--- src/source/shift_if_pkg.sv ---
`default_nettype none

package shift_if_pkg;

    // Device lanes and GPIO pins, each at most 8
    localparam int NUM_DEV  = 4;
    localparam int NUM_GPIO = 4;

    // Host register port
    typedef logic [31:0] reg_word_t;
    typedef logic [1:0]  reg_addr_t;
    typedef logic [3:0]  byte_strb_t;

    // Shift data byte, used for din, aux and dout
    typedef logic [7:0] shift_byte_t;
    // Bit index within a byte, also the bit count minus one
    typedef logic [2:0] bit_idx_t;
    // Prescaler reload value
    typedef logic [7:0] prescale_t;

    // One bit per device lane or GPIO pin
    typedef logic [NUM_DEV-1:0]  dev_mask_t;
    typedef logic [NUM_GPIO-1:0] gpio_vec_t;

    // Register map
    // Address 3 is not decoded and reads back as the device config
    localparam reg_addr_t ADDR_MOD_CFG = 2'd0;
    localparam reg_addr_t ADDR_DEV_CFG = 2'd1;
    localparam reg_addr_t ADDR_DATA    = 2'd2;

    // Data register control byte
    // Bits 28:27 are reserved and read as 0
    localparam int DATA_NBIT_LSB    = 24;
    localparam int DATA_REVERSE_BIT = 29;
    localparam int DATA_ENSEQ_BIT   = 30;
    localparam int DATA_BUSY_BIT    = 31;

    // Four phases per bit, idle between sequences
    // OUTPUT presents data, HIGH raises the device clock,
    // CAPTURE samples data-in, DONE lowers the clock again
    typedef enum logic [2:0] {
        PH_IDLE,
        PH_OUTPUT,
        PH_HIGH,
        PH_CAPTURE,
        PH_DONE
    } bit_phase_e;

endpackage

`default_nettype wire
--- src/source/shift_if_top.sv ---
`timescale 1ns/1ps
`default_nettype none

module shift_if_top
    import shift_if_pkg::*;
(
    input  wire             clk,
    input  wire             rst,
    input  wire             en_i,
    input  wire             wr_i,
    input  wire reg_addr_t  address_i,
    input  wire byte_strb_t wstrb_i,
    input  wire reg_word_t  dat_i,
    input  wire dev_mask_t  dev_dout_i,
    input  wire gpio_vec_t  gpio_i,
    output reg_word_t       dat_o,
    output logic            ack_o,
    output dev_mask_t       dev_clk_o,
    output dev_mask_t       dev_din_o,
    output dev_mask_t       dev_aux_o,
    output dev_mask_t       dev_oe_o,
    output gpio_vec_t       gpio_o,
    output gpio_vec_t       gpio_oe_o
);

    // Register bank to sequencer
    prescale_t prescale;
    bit_idx_t  nbit_max;
    logic      start;
    logic      busy;
    bit_idx_t  bit_idx;
    logic      out_stb;
    logic      high_stb;
    logic      cap_stb;
    logic      done_stb;

    // Register bank to lanes
    dev_mask_t dev_en;
    dev_mask_t hold_drive;
    logic      din_bit;
    logic      aux_bit;
    dev_mask_t lane_dout;

    shift_regs u_shift_regs (
        .clk          (clk),
        .rst          (rst),
        .en_i         (en_i),
        .wr_i         (wr_i),
        .address_i    (address_i),
        .wstrb_i      (wstrb_i),
        .dat_i        (dat_i),
        .gpio_i       (gpio_i),
        .busy_i       (busy),
        .bit_idx_i    (bit_idx),
        .done_stb_i   (done_stb),
        .lane_dout_i  (lane_dout),
        .dat_o        (dat_o),
        .ack_o        (ack_o),
        .prescale_o   (prescale),
        .nbit_max_o   (nbit_max),
        .start_o      (start),
        .dev_en_o     (dev_en),
        .hold_drive_o (hold_drive),
        .din_bit_o    (din_bit),
        .aux_bit_o    (aux_bit),
        .gpio_o       (gpio_o),
        .gpio_oe_o    (gpio_oe_o)
    );

    shift_sequencer u_shift_sequencer (
        .clk        (clk),
        .rst        (rst),
        .start_i    (start),
        .prescale_i (prescale),
        .nbit_max_i (nbit_max),
        .busy_o     (busy),
        .bit_idx_o  (bit_idx),
        .out_stb_o  (out_stb),
        .high_stb_o (high_stb),
        .cap_stb_o  (cap_stb),
        .done_stb_o (done_stb)
    );

    // One lane per device, all sharing the same strobes and bits
    for (genvar d = 0; d < NUM_DEV; d++) begin : g_lane
        shift_lane u_shift_lane (
            .clk          (clk),
            .rst          (rst),
            .en_i         (dev_en[d]),
            .hold_drive_i (hold_drive[d]),
            .din_bit_i    (din_bit),
            .aux_bit_i    (aux_bit),
            .out_stb_i    (out_stb),
            .high_stb_i   (high_stb),
            .cap_stb_i    (cap_stb),
            .done_stb_i   (done_stb),
            .dev_dout_i   (dev_dout_i[d]),
            .dev_clk_o    (dev_clk_o[d]),
            .dev_din_o    (dev_din_o[d]),
            .dev_aux_o    (dev_aux_o[d]),
            .dev_oe_o     (dev_oe_o[d]),
            .dout_bit_o   (lane_dout[d])
        );
    end

endmodule

`default_nettype wire

--- src/source/shift_lane.sv ---
`timescale 1ns/1ps
`default_nettype none

module shift_lane (
    input  wire  clk,
    input  wire  rst,
    input  wire  en_i,
    input  wire  hold_drive_i,
    input  wire  din_bit_i,
    input  wire  aux_bit_i,
    input  wire  out_stb_i,
    input  wire  high_stb_i,
    input  wire  cap_stb_i,
    input  wire  done_stb_i,
    input  wire  dev_dout_i,
    output logic dev_clk_o,
    output logic dev_din_o,
    output logic dev_aux_o,
    output logic dev_oe_o,
    output logic dout_bit_o
);

    // Pin registers, one per device line
    logic clk_q;
    logic din_q;
    logic aux_q;
    // Sampled data-in, held until the done phase picks it up
    logic cap_q;

    // Device clock
    // Rises after the high phase, falls after the done phase
    always_ff @(posedge clk) begin
        if (rst || !en_i) begin
            clk_q <= 1'b0;
        end else if (high_stb_i) begin
            clk_q <= 1'b1;
        end else if (done_stb_i) begin
            clk_q <= 1'b0;
        end
    end

    // Data and aux change while the device clock is low
    always_ff @(posedge clk) begin
        if (rst || !en_i) begin
            din_q <= 1'b0;
            aux_q <= 1'b0;
        end else if (out_stb_i) begin
            din_q <= din_bit_i;
            aux_q <= aux_bit_i;
        end
    end

    // Sample mid high time
    always_ff @(posedge clk) begin
        if (rst || !en_i) begin
            cap_q <= 1'b0;
        end else if (cap_stb_i) begin
            cap_q <= dev_dout_i;
        end
    end

    assign dev_clk_o  = clk_q;
    assign dev_din_o  = din_q;
    assign dev_aux_o  = aux_q;
    // Pins driven while enabled, or idle-low with hold drive set
    assign dev_oe_o   = en_i | hold_drive_i;
    // Disabled lane contributes 0 to the merged dout
    assign dout_bit_o = cap_q;

endmodule

`default_nettype wire

--- src/source/shift_sequencer.sv ---
`timescale 1ns/1ps
`default_nettype none

module shift_sequencer
    import shift_if_pkg::*;
(
    input  wire            clk,
    input  wire            rst,
    input  wire            start_i,
    input  wire prescale_t prescale_i,
    input  wire bit_idx_t  nbit_max_i,
    output logic           busy_o,
    output bit_idx_t       bit_idx_o,
    output logic           out_stb_o,
    output logic           high_stb_o,
    output logic           cap_stb_o,
    output logic           done_stb_o
);

    bit_phase_e phase_q;
    prescale_t  presc_cnt_q;
    bit_idx_t   bit_idx_q;
    logic       busy;
    logic       tick;
    logic       last_bit;

    // Any phase other than idle means a sequence is running
    assign busy     = (phase_q != PH_IDLE);
    // One tick per prescale+1 cycles while running
    assign tick     = busy && (presc_cnt_q == prescale_i);
    assign last_bit = (bit_idx_q == nbit_max_i);

    // Prescaler, held at zero while idle so each phase starts clean
    always_ff @(posedge clk) begin
        if (rst) begin
            presc_cnt_q <= '0;
        end else if (!busy || tick) begin
            presc_cnt_q <= '0;
        end else begin
            presc_cnt_q <= presc_cnt_q + 8'd1;
        end
    end

    // Phase machine and bit counter
    always_ff @(posedge clk) begin
        if (rst) begin
            phase_q   <= PH_IDLE;
            bit_idx_q <= '0;
        end else begin
            case (phase_q)
                PH_IDLE: begin
                    // Start only honored here, so a start while busy is dropped
                    if (start_i) begin
                        phase_q   <= PH_OUTPUT;
                        bit_idx_q <= '0;
                    end
                end
                PH_OUTPUT: begin
                    if (tick) phase_q <= PH_HIGH;
                end
                PH_HIGH: begin
                    if (tick) phase_q <= PH_CAPTURE;
                end
                PH_CAPTURE: begin
                    if (tick) phase_q <= PH_DONE;
                end
                PH_DONE: begin
                    if (tick) begin
                        if (last_bit) begin
                            phase_q <= PH_IDLE;
                        end else begin
                            phase_q   <= PH_OUTPUT;
                            bit_idx_q <= bit_idx_q + 3'd1;
                        end
                    end
                end
                default: begin
                    phase_q <= PH_IDLE;
                end
            endcase
        end
    end

    assign busy_o     = busy;
    assign bit_idx_o  = bit_idx_q;
    // Strobes fire in the last cycle of their phase
    assign out_stb_o  = tick && (phase_q == PH_OUTPUT);
    assign high_stb_o = tick && (phase_q == PH_HIGH);
    assign cap_stb_o  = tick && (phase_q == PH_CAPTURE);
    assign done_stb_o = tick && (phase_q == PH_DONE);

endmodule

`default_nettype wire

--- src/source/shift_regs.sv ---
`timescale 1ns/1ps
`default_nettype none

module shift_regs
    import shift_if_pkg::*;
(
    input  wire             clk,
    input  wire             rst,
    input  wire             en_i,
    input  wire             wr_i,
    input  wire reg_addr_t  address_i,
    input  wire byte_strb_t wstrb_i,
    input  wire reg_word_t  dat_i,
    input  wire gpio_vec_t  gpio_i,
    input  wire             busy_i,
    input  wire bit_idx_t   bit_idx_i,
    input  wire             done_stb_i,
    input  wire dev_mask_t  lane_dout_i,
    output reg_word_t       dat_o,
    output logic            ack_o,
    output prescale_t       prescale_o,
    output bit_idx_t        nbit_max_o,
    output logic            start_o,
    output dev_mask_t       dev_en_o,
    output dev_mask_t       hold_drive_o,
    output logic            din_bit_o,
    output logic            aux_bit_o,
    output gpio_vec_t       gpio_o,
    output gpio_vec_t       gpio_oe_o
);

    // Bus side
    logic        ack_q;
    reg_word_t   rd_data_q;
    reg_word_t   rd_mux;
    logic        wr_commit;

    // Module and device config fields
    prescale_t   prescale_q;
    dev_mask_t   hold_drive_q;
    dev_mask_t   dev_en_q;
    gpio_vec_t   gpio_dir_q;
    gpio_vec_t   gpio_out_q;
    gpio_vec_t   gpio_in_q;

    // Data register fields
    shift_byte_t din_q;
    shift_byte_t aux_q;
    shift_byte_t dout_q;
    bit_idx_t    nbit_max_q;
    logic        reverse_q;
    logic        enseq_q;

    // Effective control bits for the current write
    logic        din_rev;
    logic        seq_req;

    function automatic shift_byte_t reverse_byte(input shift_byte_t b);
        shift_byte_t r;
        for (int i = 0; i < 8; i++) begin
            r[i] = b[7-i];
        end
        return r;
    endfunction

    // Acknowledge trails enable by one cycle, write lands while both are high
    assign wr_commit = en_i && ack_q && wr_i;

    // Byte 3 in the same access overrides the stored control bits
    assign din_rev = wstrb_i[3] ? dat_i[DATA_REVERSE_BIT] : reverse_q;
    assign seq_req = wstrb_i[3] ? dat_i[DATA_ENSEQ_BIT] : enseq_q;

    always_comb begin
        rd_mux = '0;
        case (address_i)
            ADDR_MOD_CFG: begin
                rd_mux[7:0]          = prescale_q;
                rd_mux[8 +: NUM_DEV] = hold_drive_q;
            end
            ADDR_DATA: begin
                rd_mux[7:0]   = din_q;
                rd_mux[15:8]  = aux_q;
                rd_mux[23:16] = dout_q;
                rd_mux[DATA_NBIT_LSB +: $bits(bit_idx_t)] = nbit_max_q;
                rd_mux[DATA_REVERSE_BIT] = reverse_q;
                rd_mux[DATA_ENSEQ_BIT]   = enseq_q;
                rd_mux[DATA_BUSY_BIT]    = busy_i;
            end
            // Device config, address 3 lands here as well
            default: begin
                rd_mux[0 +: NUM_DEV]   = dev_en_q;
                rd_mux[8 +: NUM_GPIO]  = gpio_dir_q;
                rd_mux[16 +: NUM_GPIO] = gpio_in_q;
                rd_mux[24 +: NUM_GPIO] = gpio_out_q;
            end
        endcase
    end

    always_ff @(posedge clk) begin
        if (rst) begin
            ack_q     <= 1'b0;
            rd_data_q <= '0;
            gpio_in_q <= '0;
        end else begin
            ack_q     <= en_i;
            gpio_in_q <= gpio_i;
            // Read data refreshed on every enabled non-write cycle
            if (en_i && !wr_i) begin
                rd_data_q <= rd_mux;
            end
        end
    end

    // Config registers
    always_ff @(posedge clk) begin
        if (rst) begin
            prescale_q   <= '0;
            hold_drive_q <= '0;
            dev_en_q     <= '0;
            // GPIOs come up as inputs
            gpio_dir_q   <= '1;
            gpio_out_q   <= '0;
        end else if (wr_commit) begin
            if (address_i == ADDR_MOD_CFG) begin
                if (wstrb_i[0]) prescale_q   <= dat_i[7:0];
                if (wstrb_i[1]) hold_drive_q <= dat_i[8 +: NUM_DEV];
            end
            if (address_i == ADDR_DEV_CFG) begin
                if (wstrb_i[0]) dev_en_q   <= dat_i[0 +: NUM_DEV];
                if (wstrb_i[1]) gpio_dir_q <= dat_i[8 +: NUM_GPIO];
                if (wstrb_i[3]) gpio_out_q <= dat_i[24 +: NUM_GPIO];
            end
        end
    end

    // Data register and dout assembly
    always_ff @(posedge clk) begin
        if (rst) begin
            din_q      <= '0;
            aux_q      <= '0;
            dout_q     <= '0;
            nbit_max_q <= '0;
            reverse_q  <= 1'b0;
            enseq_q    <= 1'b0;
        end else begin
            if (wr_commit && (address_i == ADDR_DATA)) begin
                if (wstrb_i[3]) begin
                    nbit_max_q <= dat_i[DATA_NBIT_LSB +: $bits(bit_idx_t)];
                    reverse_q  <= dat_i[DATA_REVERSE_BIT];
                    enseq_q    <= dat_i[DATA_ENSEQ_BIT];
                end
                // Aux is never reversed
                if (wstrb_i[1]) aux_q <= dat_i[15:8];
                if (wstrb_i[0]) begin
                    din_q <= din_rev ? reverse_byte(dat_i[7:0]) : dat_i[7:0];
                end
            end
            // Captured bits of all enabled lanes merged into one byte
            if (done_stb_i) begin
                dout_q[bit_idx_i] <= |lane_dout_i;
            end
        end
    end

    assign dat_o        = rd_data_q;
    assign ack_o        = ack_q;
    assign prescale_o   = prescale_q;
    assign nbit_max_o   = nbit_max_q;
    // Sequence start on the commit edge of a data register write
    assign start_o      = wr_commit && (address_i == ADDR_DATA) && seq_req;
    assign dev_en_o     = dev_en_q;
    assign hold_drive_o = hold_drive_q;
    // Current bit shared by every lane
    assign din_bit_o    = din_q[bit_idx_i];
    assign aux_bit_o    = aux_q[bit_idx_i];
    assign gpio_o       = gpio_out_q;
    // Direction bit 1 means input
    assign gpio_oe_o    = ~gpio_dir_q;

endmodule

`default_nettype wire

--- config.mk ---
export PLATFORM = sky130hd
export DESIGN_NAME = shift_if_top
export DESIGN_NICKNAME = d
export VERILOG_FILES = /design/src/source/shift_if_pkg.sv /design/src/source/shift_if_top.sv /design/src/source/shift_lane.sv /design/src/source/shift_sequencer.sv /design/src/source/shift_regs.sv
export SDC_FILE = /design/constraint.sdc
export NUM_CORES = 1
export LEC_CHECK = 0
export BUFFER_PORTS_ARGS = -buffer_cell sky130_fd_sc_hd__buf_2
export CAP_MARGIN = 10
export CORE_MARGIN = 8
export CORE_UTILIZATION = 45
export DETAILED_ROUTE_END_ITERATION = 8
export HOLD_SLACK_MARGIN = 0.05
export PLACE_DENSITY = 0.7
export SKIP_CTS_REPAIR_TIMING = 1
export SYNTH_ARGS = -nofsm -noshare
export SYNTH_HDL_FRONTEND = slang
export SYNTH_SLANG_ARGS = --single-unit
--- constraint.sdc ---
create_clock -name clk -period 1.6 [get_ports clk]
set_input_delay 0.16 -clock clk [delete_from_list [all_inputs] [get_ports clk]]
set_output_delay 0.16 -clock clk [all_outputs]
set_load 0.01 [all_outputs]
Word-level counts from Yosys, hierarchy flattened
Cells that the tools add are included.

cells by class
  add/sub/neg operators = 2
  magnitude comparators = 2
  multiplexer cells = 32
  eq/ne operators = 14
  reductions and logical operators = 40
  bitwise operators = 5

operator list
  kind                                                         count
  one-hot mux 4 bit (2 select lines)                           4
  two-way mux 3 bit                                            9
  one-hot mux 3 bit (5 select lines)                           1
  AND reduction 3 bit                                          5
  one-hot mux 3 bit (2 select lines)                           2
  logical AND 1 bit                                            11
  two-way mux 1 bit                                            9
  adder 8 x 1 -> 8 bit (second input constant)                 1
  bitwise mux 8 bit                                            1
  equality test 8 bit                                          1
  two-way mux 4 bit                                            2
  two-way mux 8 bit                                            1
  != test 2 x 1 -> 1 bit (second input constant)               4
  binary-select mux 1 bit (select 3 bit)                       2
  equality test 3 x 2 -> 1 bit (second input constant)         2
  logical NOT 1 bit                                            6
  AND reduction 2 bit                                          3
  logical OR 1 bit                                             5
  AND reduction 5 bit                                          1
  less-than comparator 3 x 4 -> 1 bit (second input constant)  1
  != test 2 bit (second input constant)                        2
  inverter 4 bit                                               1
  bitwise OR 1 bit                                             4
  AND reduction 4 bit                                          1
  14 further kinds                                             16

storage, ports and cells
  input bits = 50
  register bits = 119

Logic depth before layout (Yosys ltp)
Gate-level depths: netlist of run 1.

  depth after elaboration = 6
  gate-level depth with buffers = 8
  depth with buffers taken out = 5

By module
A second synthesis of run 1 with hierarchy kept.

second synthesis, totals
  cell total of the unflattened synthesis = 586
  area total of the unflattened synthesis = 5,425.2 µm²

by module, submodules not included
  module           cells each  area an instance (µm²)  instances
  shift_regs       435         4,020.1                 1
  shift_sequencer  91          794.5                   1
  shift_lane       15          152.6                   4

Worst setup path after synthesis of run 1
Ideal clock, no wire load.

  path kind = flip-flop to flip-flop
  start point = register u_shift_sequencer.presc_cnt_q[3]
  end point = register g_lane[1].u_shift_lane.aux_q
  clock period less this slack = 1.696 ns
  buffers on the path = 0
  path slack = -0.096 ns
  setup time = 0.116 ns
  arrival time = 1.579 ns
  cell stages (with the launch flop) = 6
  cell sequence = dfxtp_1 xnor2_1 nand4_2 nor4b_4 o2111ai_2 o211a_1

on the way
  cells in the longest elaborated chain, start to end = 3

RTL lines
  element                 RTL line               text
  from (decl)             shift_sequencer.sv:21  prescale_t presc_cnt_q;
  from (signal assigned)  shift_sequencer.sv:40  presc_cnt_q <= presc_cnt_q + 8'd1;
  equality test 8 bit     shift_sequencer.sv:30  assign tick = busy && (presc_cnt_q == prescale_i);
  logical AND 1 bit       shift_sequencer.sv:30
  logical AND 1 bit       shift_sequencer.sv:87  assign out_stb_o = tick && (phase_q == PH_OUTPUT);
  to (signal assigned)    shift_lane.sv:49       aux_q <= aux_bit_i;
  to (decl)               shift_lane.sv:26       logic aux_q;

Every way passes these cells.
A chain may end at the register's enable or synchronous reset.

Worst setup path after layout of run 1
  start point = register u_shift_sequencer.presc_cnt_q[7]
  end point = register g_lane[0].u_shift_lane.aux_q

on the way
  cells in the longest elaborated chain, start to end = 3

RTL lines
  element               RTL line
  equality test 8 bit   shift_sequencer.sv:30
  logical AND 1 bit     shift_sequencer.sv:30
  logical AND 1 bit     shift_sequencer.sv:87
  to (signal assigned)  shift_lane.sv:49
  to (decl)             shift_lane.sv:26

Every way passes these cells.

==> results.md, run 1 <==
- Global route overflow: 0
- Hold slack: 0.00711 ns
- PD cells: 986 nW/um^2
- FF/Latch Area: 2400 um^2
- Post-synthesis cell type count: 45
- Die width: 124 um
- Tcrit/Tclk final: 107%
- Largest net degree at the start of global routing: 37
- Max Fclk: 0.585 GHz
- Fraction of registers with async set/reset: 0%
- Initial antenna violation count: 0
- Syn_nets: 654
- Final WL: 14400 um
- Post-DRT Antenna Nets: 0
- Number of synthesized flops with an enable pin: 0
- Via/cell ratio: 5.37
- Layout cells sized above 1: 30.3%
- Count leader, synth: dfxtp_1
- Failing checks: setup timing
- Setup violators final: 13
- PortBufs: 94
- Global Route met2 Usage: 30.4%
- Io pins: 107
- Mapped Cells: 602
- CTS clk-pin slew, worst paths: 0.06 ns
- Setup Skew: 0.0101 ns
- CP Capture Type: flop
- CP startpoint kind: flop
- Initial DRC Count: 251
- Met3 GRT Util: 5.70%
- # diodes: 0
- Synth warn: 0
- Row count: 39
- Num CTS Buffers: 17
- Peak supply drop: 0.674 mV
- Core area: 11400 um^2
- Detailed-router iteration count before antenna repair: 5
- Cell accounting for the most synthesized area: dfxtp_1
- Arr. time, crit path: 2.02 ns
- Clk root buf: clkbuf_16
- #FFs+latches synth: 119
- Syn Area/Cell: 8.77 um^2
- Unrepaired setup endpoints after global routing: true
- Commonest cells in the netlist: 119 x dfxtp_1, 82 x nand2_1, 60 x nor2_1
- Register area share after synthesis: 45.1%
- Final Net Count: 787
- CTS tree: yes
- Fillers: 969
- Via count: 4783
- Vias in the first global route: 4741
- Dominant register cell in the synthesized netlist: dfxtp_1
- Routability cong.: 0.858
- Final WS setup: -0.110 ns
- Dpl ws: -0.147 ns
- Max Buffers Root-to-Sink: 2
- H-tree depth: 4
- Final max-slew violation count: 0
- Syn Std Cell Area: 5280 um^2
- Clk sink count: 119
- Multi-input logic area: 2720 um^2
- Crit path max fanout: 6
- First-pass GRT wire length: 23200 um
- Most area-consuming cells after synthesis: dfxtp_1 45%, mux2i_1 8.5%, nand2_1 5.8%
- DRC viols: 0
- Wire per inst: 16.2 um
- Crit Path Class: reg -> reg
- Synth top area share: 45.1%
- Post-DP HPWL: 10500 um
- Max Cap Violations: 0
- Clock Latency Late Sink: 0.42 ns
- Grt peak-use layer: met2
- Global routing usage on met1: 20.1%
- Worst path required time: 1.91 ns
- Hold Crit Class: in -> reg
- GRT Util Overall: 18.1%
- Die height: 124 um
- Die area: 15400 um^2
- Starting Density: 46.2%
- Final core occ: 61.4%
- Layout area overhead: 32.9%
- LEAKAGE: 3.01 nW
- Final Critical Period: 1.71 ns
- Status: finished with violations
- Final Hold Fails: 0
per-stage QoR:
stage / TNS, ns / cells / cell area [um^2] / total power (W)
3_5_place_dp: -1.36 / 834 / 6110 / 0.00340
4_1_cts: -1.87 / 866 / 6660 / 0.00690
5_1_grt: -2.80 / 891 / 7020 / 0.00712
6_report: -0.854 / 891 / 7020 / 0.00692
2_1_floorplan: -0.390 / 602 / 5330 / 0.00325
3_3_place_gp: -0.746 / 834 / 6110 / 0.00340
final timing paths:
check | from | end | slack [ns] | cells past startpoint
hold / removal | dev_dout_i[3] | g_lane[3].u_shift_lane.dout_bit_o | 0.007 | 3
setup reg to reg | u_shift_sequencer.presc_cnt_q[7] | g_lane[0].u_shift_lane.dev_aux_o | -0.11 | 6
hold reg to reg | u_shift_regs.dat_o[1] | u_shift_regs.dat_o[1] | 0.45 | 2
setup / recovery | u_shift_sequencer.presc_cnt_q[7] | g_lane[0].u_shift_lane.dev_aux_o | -0.11 | 6
state kept, by name, summed over array words and instances, names as in the netlist, 8 cells and up:
| signal | count |
|---|---|
| u_shift_regs.aux_q | 8 |
| u_shift_regs.dat_o | 31 |
| u_shift_regs.din_q | 8 |
| u_shift_regs.dout_q | 8 |
| u_shift_regs.prescale_o | 8 |
| u_shift_sequencer.presc_cnt_q | 8 |
cells by family after synthesis:
kind of cell | synth area share, %
simple gates | 22.3
flops | 45.1
compound gates | 12.6
buf+inv | 5.90
mux | 10.5
xor+xnor | 2.99
fa+ha+maj | 0.474
other cells | 0.0711
final cells by class:
cell class / count / share of cell area [%]
clock inverter: 14 / 1.57
sequential: 119 / 34.2
clock buffer: 18 / 6.26
timing repair buffer: 170 / 16.4
inverter: 7 / 0.375
multi-input combinational: 420 / 38.7
tap: 143 / 2.55
cells in the final DEF (no fill, tap or decap), drive strengths merged, types with 8 or more instances in the layout:
master / count
a211oi: 9
a21oi: 33
a22oi: 14
buf: 148
clkbuf: 18
dfxtp: 119
dlygate4sd3: 22
mux2: 8
mux2i: 46
nand2: 82
nand3: 41
nor2: 61
nor2b: 17
o211a: 8
o21ai: 16
xnor2: 13
metal layers:
| metal | vias to the layer above | share of wire, % |
|---|---|---|
| met2 | 125 | 49 |
| met5 | - | 0 |
| met4 | 0 | 3.1 |
| met1 | 2290 | 42 |
| met3 | 33 | 5.6 |
| li1 | 2335 | - |
report_power, final:
| group | switching (W) | internal [W] | leakage (nW) |
|---|---|---|---|
| Combinational | 0.000212 | 0.000168 | 1.78 |
| Clock | 0.00138 | 0.00214 | 0.259 |
| Sequential | 0.0000159 | 0.00299 | 0.967 |
critical path: stages, from the launching register on:
cell and delay, ns:
dfxtp_2 0.33, xnor2_2 0.20, nand4_4 0.17, buf_6 0.16, nor4b_4 0.34, o2111ai_2 0.22
o211a_1 0.18
No activity file was read; power rests on OpenSTA's default activity.
==> run 2: changes to the inputs <==
--- a/config.mk
+++ b/config.mk
@@ -8,10 +8,9 @@
 export BUFFER_PORTS_ARGS = -buffer_cell sky130_fd_sc_hd__buf_2
 export CAP_MARGIN = 10
 export CORE_MARGIN = 8
-export CORE_UTILIZATION = 45
+export CORE_UTILIZATION = 30
 export DETAILED_ROUTE_END_ITERATION = 8
 export HOLD_SLACK_MARGIN = 0.05
-export PLACE_DENSITY = 0.7
 export SKIP_CTS_REPAIR_TIMING = 1
 export SYNTH_ARGS = -nofsm -noshare
 export SYNTH_HDL_FRONTEND = slang
==> run 2 against run 1 <==
Compared with the run above: the run still ends with setup timing left; count of clock-buffer cells in the layout rose by 5; fmax increased by 1.7%; clock power is 7.6% higher; via count is 3.3% lower; core utilization down 20 points; combinational power grew 3%; non-clock buffer count increased by 5; hold slack improved by 0.012 ns.
==> results.md, run 2 (synthesized netlist as in run 1, its figures left out) <==
- Failing checks: setup timing
- Initial antenna violation count: 0
- Die height: 149 um
- Max Fclk: 0.595 GHz
- Most common cell after layout, fill and taps aside: dfxtp_1
- Startpoint of the worst hold path: dat_i[4]
- Wire per inst: 15.8 um
- Setup violators final: 16
- Max FFs per register: 31
- Final Net Count: 792
- Status: finished with violations
- Worst path required time: 1.91 ns
- Via/cell ratio: 4.74
- Layout area overhead: 36.9%
- Detailed-router iteration count before antenna repair: 6
- Post-DRT Antenna Nets: 0
- Commonest non-fill, non-tap cells in the layout: 109 x dfxtp_1, 94 x buf_2, 81 x nand2_1
- Worst path slowest cell: nor4b_4
- Crit-path cells: xnor2_2 -> nand4_4 -> nor4b_4 -> o2111ai_4 -> o211a_1
- Largest net degree at the start of global routing: 46
- Worst slew margin: 66.4%
- LEAKAGE: 3.07 nW
- H-tree depth: 4
- Num CTS Buffers: 17
- First-pass GRT wire length: 23900 um
- # diodes: 0
- DRC viols: 0
- Final core occ: 41.9%
- CTS tree: yes
- PortBufs: 94
- Io pins: 107
- Final WS setup: -0.0802 ns
- Post-route cell area: 7220 um^2
- Global route overflow: 0
- Global routing usage on met1: 16.2%
- Global Route met2 Usage: 23.2%
- Reg power frac: 41.8%
- Die area: 22100 um^2
- PD cells: 996 nW/um^2
- TNS Setup: -0.886 ns
- Setup Skew: 0.0116 ns
- Tcrit/Tclk final: 105%
- Met3 GRT Util: 4.44%
- CTS clk-pin slew, worst paths: 0.05 ns
- Clk root buf: clkbuf_16
- CP Capture Type: flop
- Peak supply drop: 0.761 mV
- Cell Area, Placed: 6260 um^2
- Core area: 17200 um^2
- Grt peak-use layer: met2
- Worst path max stage delay: 0.44 ns
- Layout cells sized above 1: 31.1%
- Max Buffers Root-to-Sink: 2
- Hold Crit Class: in -> reg
- Final Hold Fails: 0
- Starting Density: 30.6%
- Crit Path Class: reg -> reg
- Dpl ws: -0.120 ns
- Net Sw Frac: 21.7%
- Vias in the first global route: 4511
- Routability cong.: 0.815
- Combinational power share: 5.4%
- Max Cap Violations: 0
- Clk sink count: 119
- CP startpoint kind: flop
- Arr. time, crit path: 1.99 ns
- Crit path launch: u_shift_regs.prescale_o[4]
- Initial DRC Count: 264
- P_sw: 0.00156 W
- Crit path max fanout: 6
- Via count: 4627
- Die width: 149 um
- Unrepaired setup endpoints after global routing: true
- Post-DP HPWL: 11100 um
- Row count: 48
- Clock Latency Late Sink: 0.42 ns
- GRT Util Overall: 13.9%
- Final Critical Period: 1.68 ns
- Internal: 0.00564 W
- Final WL: 15500 um
- Worst r2r src: u_shift_regs.prescale_o[4]
- Slew @ Worst Pin: 0.504 ns
- Final max-slew violation count: 0
- Clock power frac: 52.7%
## run 2: changes by cell type in the layout (fill, tap and decap cells not counted), moves of 3 or more
cell        previous run  this run
clkinvlp_4             6         2
clkinv_2               7         4
clkbuf_8               1         5
buf_4                 47        52
## run 2: metal layers
layer	wire (um)	vias up
met1	6840	2171
met3	743	19
met2	7650	91
met5	0	-
li1	-	2346
met4	240	0
## run 2: per-stage QoR
step	power, W	instances	hold WS (ns)
finish	0.00720	977	0.0191
global route	0.00742	977	0.0504
CTS	0.00721	953	-0.0445
detailed placement	0.00341	922	0.372
global placement	0.00341	922	0.373
floorplan	0.00325	602	0.288
## run 2: area by class of cell
type	count	area (um^2)
multi-input cells	420	2740
flip-flops and latches	119	2390
clock buffers	23	498
fillers	1703	10000
clock inverters	8	95.1
repair buffers	175	1180
well taps	225	282
inverters	7	26.3
## run 2: worst max-delay path: cells and delay by family, from the launching register on
kind             cells  cell delay, ns
AO/OA/AOI/OAI        2            0.38
XOR/XNOR             1            0.22
flip-flops           1            0.34
AND/OR/NAND/NOR      2            0.64
## run 2: path summary, 6_finish.rpt
check	end	slack, ns	cells after the start
worst max-delay path	g_lane[0].u_shift_lane.dev_aux_o	-0.08	5
worst min-delay path	u_shift_regs.prescale_o[4]	0.02	3
worst max register to register	g_lane[0].u_shift_lane.dev_aux_o	-0.08	5
worst min register to register	u_shift_regs.dat_o[1]	0.46	2
## run 2: power by group through the flow
| stage | clock, W | sequential (W) | combinational, W |
|---|---|---|---|
| 6_report | 0.00380 | 0.00301 | 0.000390 |
| 5_1_grt | 0.00398 | 0.00301 | 0.000424 |
| 4_1_cts | 0.00386 | 0.00301 | 0.000345 |
| 3_5_place_dp | 0 | 0.00307 | 0.000342 |
| 3_3_place_gp | 0 | 0.00307 | 0.000342 |
| 2_1_floorplan | 0 | 0.00308 | 0.000171 |
==> run 3: changes to the inputs <==
--- a/config.mk
+++ b/config.mk
@@ -11,6 +11,7 @@
 export CORE_UTILIZATION = 30
 export DETAILED_ROUTE_END_ITERATION = 8
 export HOLD_SLACK_MARGIN = 0.05
+export SETUP_SLACK_MARGIN = 0.02
 export SKIP_CTS_REPAIR_TIMING = 1
 export SYNTH_ARGS = -nofsm -noshare
 export SYNTH_HDL_FRONTEND = slang
==> run 3 against run 2 <==
Compared with the run above: the flow still finishes with violations (setup timing); sequential power is essentially flat; total power is 0.22% lower; first-iteration DRC count down 10%; final area grew 0.17%; count of clock-buffer cells in the layout fell by 1; setup slack better by 0.047 ns; die area unchanged; sequential share of layout area hardly changed; final cell count grew 0.10%; largest power group unchanged.
==> results.md, run 3 (synthesized netlist as in run 1, its figures left out) <==
- Status: finished with violations
- Failing checks: setup timing
- Clock Latency Late Sink: 0.42 ns
- Io pins: 107
- Die area: 22100 um^2
- LEAKAGE: 3.07 nW
- Num CTS Buffers: 17
- Setup Skew: 0.00732 ns
- Final WL: 15200 um
- TNS Setup: -0.0524 ns
- Max FFs per register: 31
- CTS clk-pin slew, worst paths: 0.06 ns
- DRC viols: 0
- Starting Density: 30.6%
- Worst path required time: 1.88 ns
- Largest net degree at the start of global routing: 54
- Max Buffers Root-to-Sink: 2
- Post-DP HPWL: 11500 um
- Final Net Count: 791
- Clk sink count: 119
- Tcrit/Tclk final: 102%
- Internal: 0.00562 W
- Via count: 4624
- Post-DRT Antenna Nets: 0
- Final Critical Period: 1.63 ns
- CP delay by family, top: simple AND/OR/NAND/NOR gates
- Worst path slowest cell: or4b_4
- Final max-slew violation count: 0
- Setup violators final: 4
- PD cells: 992 nW/um^2
- Final WS setup: -0.0329 ns
- Arr. time, crit path: 1.91 ns
- Initial DRC Count: 237
- Combinational power share: 5.4%
- Global route overflow: 0
- Die width: 149 um
- Placed insts: 923
- Core area: 17200 um^2
- Final core occ: 42.0%
- Clock power frac: 52.8%
- CTS tree: yes
- Crit path max fanout: 6
- Commonest non-fill, non-tap cells in the layout: 109 x dfxtp_1, 94 x buf_2, 82 x nand2_1
- Die height: 149 um
- Crit-path cells: xnor2_4 -> nand4_4 -> or4b_4 -> nand3_1 -> a21oi_1
- CP startpoint kind: flop
- Wire per inst: 15.6 um
- PortBufs: 94
- Via/cell ratio: 4.73
- Detailed-router iteration count before antenna repair: 4
- Unrepaired setup endpoints after global routing: true
- Crit Path Class: reg -> reg
- Max Cap Violations: 0
- Routability cong.: 0.793
- Fillers: 1710
- H-tree depth: 4
- Vias in the first global route: 4549
- Initial antenna violation count: 0
- First-pass GRT wire length: 23800 um
- Net Sw Frac: 21.7%
- P_sw: 0.00156 W
- Row count: 48
- Worst slew margin: 61.6%
- Peak supply drop: 0.757 mV
- Crit path buf inv count: 0
- Hold Crit Class: in -> reg
- Layout cells sized above 1: 31.0%
- Layout area overhead: 37.1%
- Slew @ Worst Pin: 0.576 ns
- Reg power frac: 41.9%
- Non-Filler Instances: 978
- Max Fclk: 0.612 GHz
- CP Capture Type: flop
- Most common cell after layout, fill and taps aside: dfxtp_1
- Clk root buf: clkbuf_16
- Worst path max stage delay: 0.59 ns
- GRT Util Overall: 13.9%
- Final Hold Fails: 0
==> run 3: worst paths after layout <==
path	startpoint	cells past startpoint	endpoint	slack, ns
worst max-delay path	u_shift_sequencer.presc_cnt_q[2]	5	u_shift_sequencer.bit_idx_o[1]	-0.03
worst min-delay path	dev_dout_i[0]	3	g_lane[0].u_shift_lane.dout_bit_o	0.01
worst max register to register	u_shift_sequencer.presc_cnt_q[2]	5	u_shift_sequencer.bit_idx_o[1]	-0.03
worst min register to register	u_shift_regs.dat_o[27]	2	u_shift_regs.dat_o[27]	0.45
==> run 3: layer usage <==
metal  vias up  global-route usage [%]  routed length [um]
met5         -                       0                   0
met4         0                    6.83                 352
met3        28                    3.43                 662
met2        91                    23.6                7490
met1      2150                    15.9                6720
li1       2355                       -                   -
==> run 3: worst reg2reg max path, stage by stage, from the launching register on <==
cell and delay [ns]:
dfxtp_4 0.36, xnor2_4 0.18, nand4_4 0.19, or4b_4 0.60, nand3_1 0.11, a21oi_1 0.07
==> run 3: final cells by class <==
type | count | area, um^2 | share of cell area (%)
multi-input cells | 420 | 2780 | 38.4
flip-flops and latches | 119 | 2400 | 33.2
repair buffers | 174 | 1170 | 16.1
clock buffers | 22 | 454 | 6.28
well taps | 225 | 282 | 3.89
clock inverters | 10 | 128 | 1.76
inverters | 7 | 26.3 | 0.363
diodes | 1 | 2.50 | 0.0346
==> run 3: power by group through the flow <==
stage               clock network [W]  registers [W]  logic, W
floorplan                           0        0.00308  0.000171
global placement                    0        0.00307  0.000345
detailed placement                  0        0.00307  0.000345
CTS                           0.00386        0.00301  0.000346
global route                  0.00400        0.00301  0.000422
finish                        0.00379        0.00300  0.000387
==> run 3: per-stage QoR <==
| stage | total power, W | worst slack (ns) | hold WS [ns] | area (um^2) |
|---|---|---|---|---|
| after global placement | 0.00342 | -0.122 | 0.376 | 6270 |
| final | 0.00718 | -0.0329 | 0.0145 | 7240 |
| after floorplan | 0.00325 | -0.0661 | 0.288 | 5330 |
| after global routing | 0.00742 | -0.116 | 0.0501 | 7230 |
| after CTS | 0.00722 | -0.171 | -0.0516 | 6850 |
| after detailed placement | 0.00342 | -0.146 | 0.378 | 6270 |
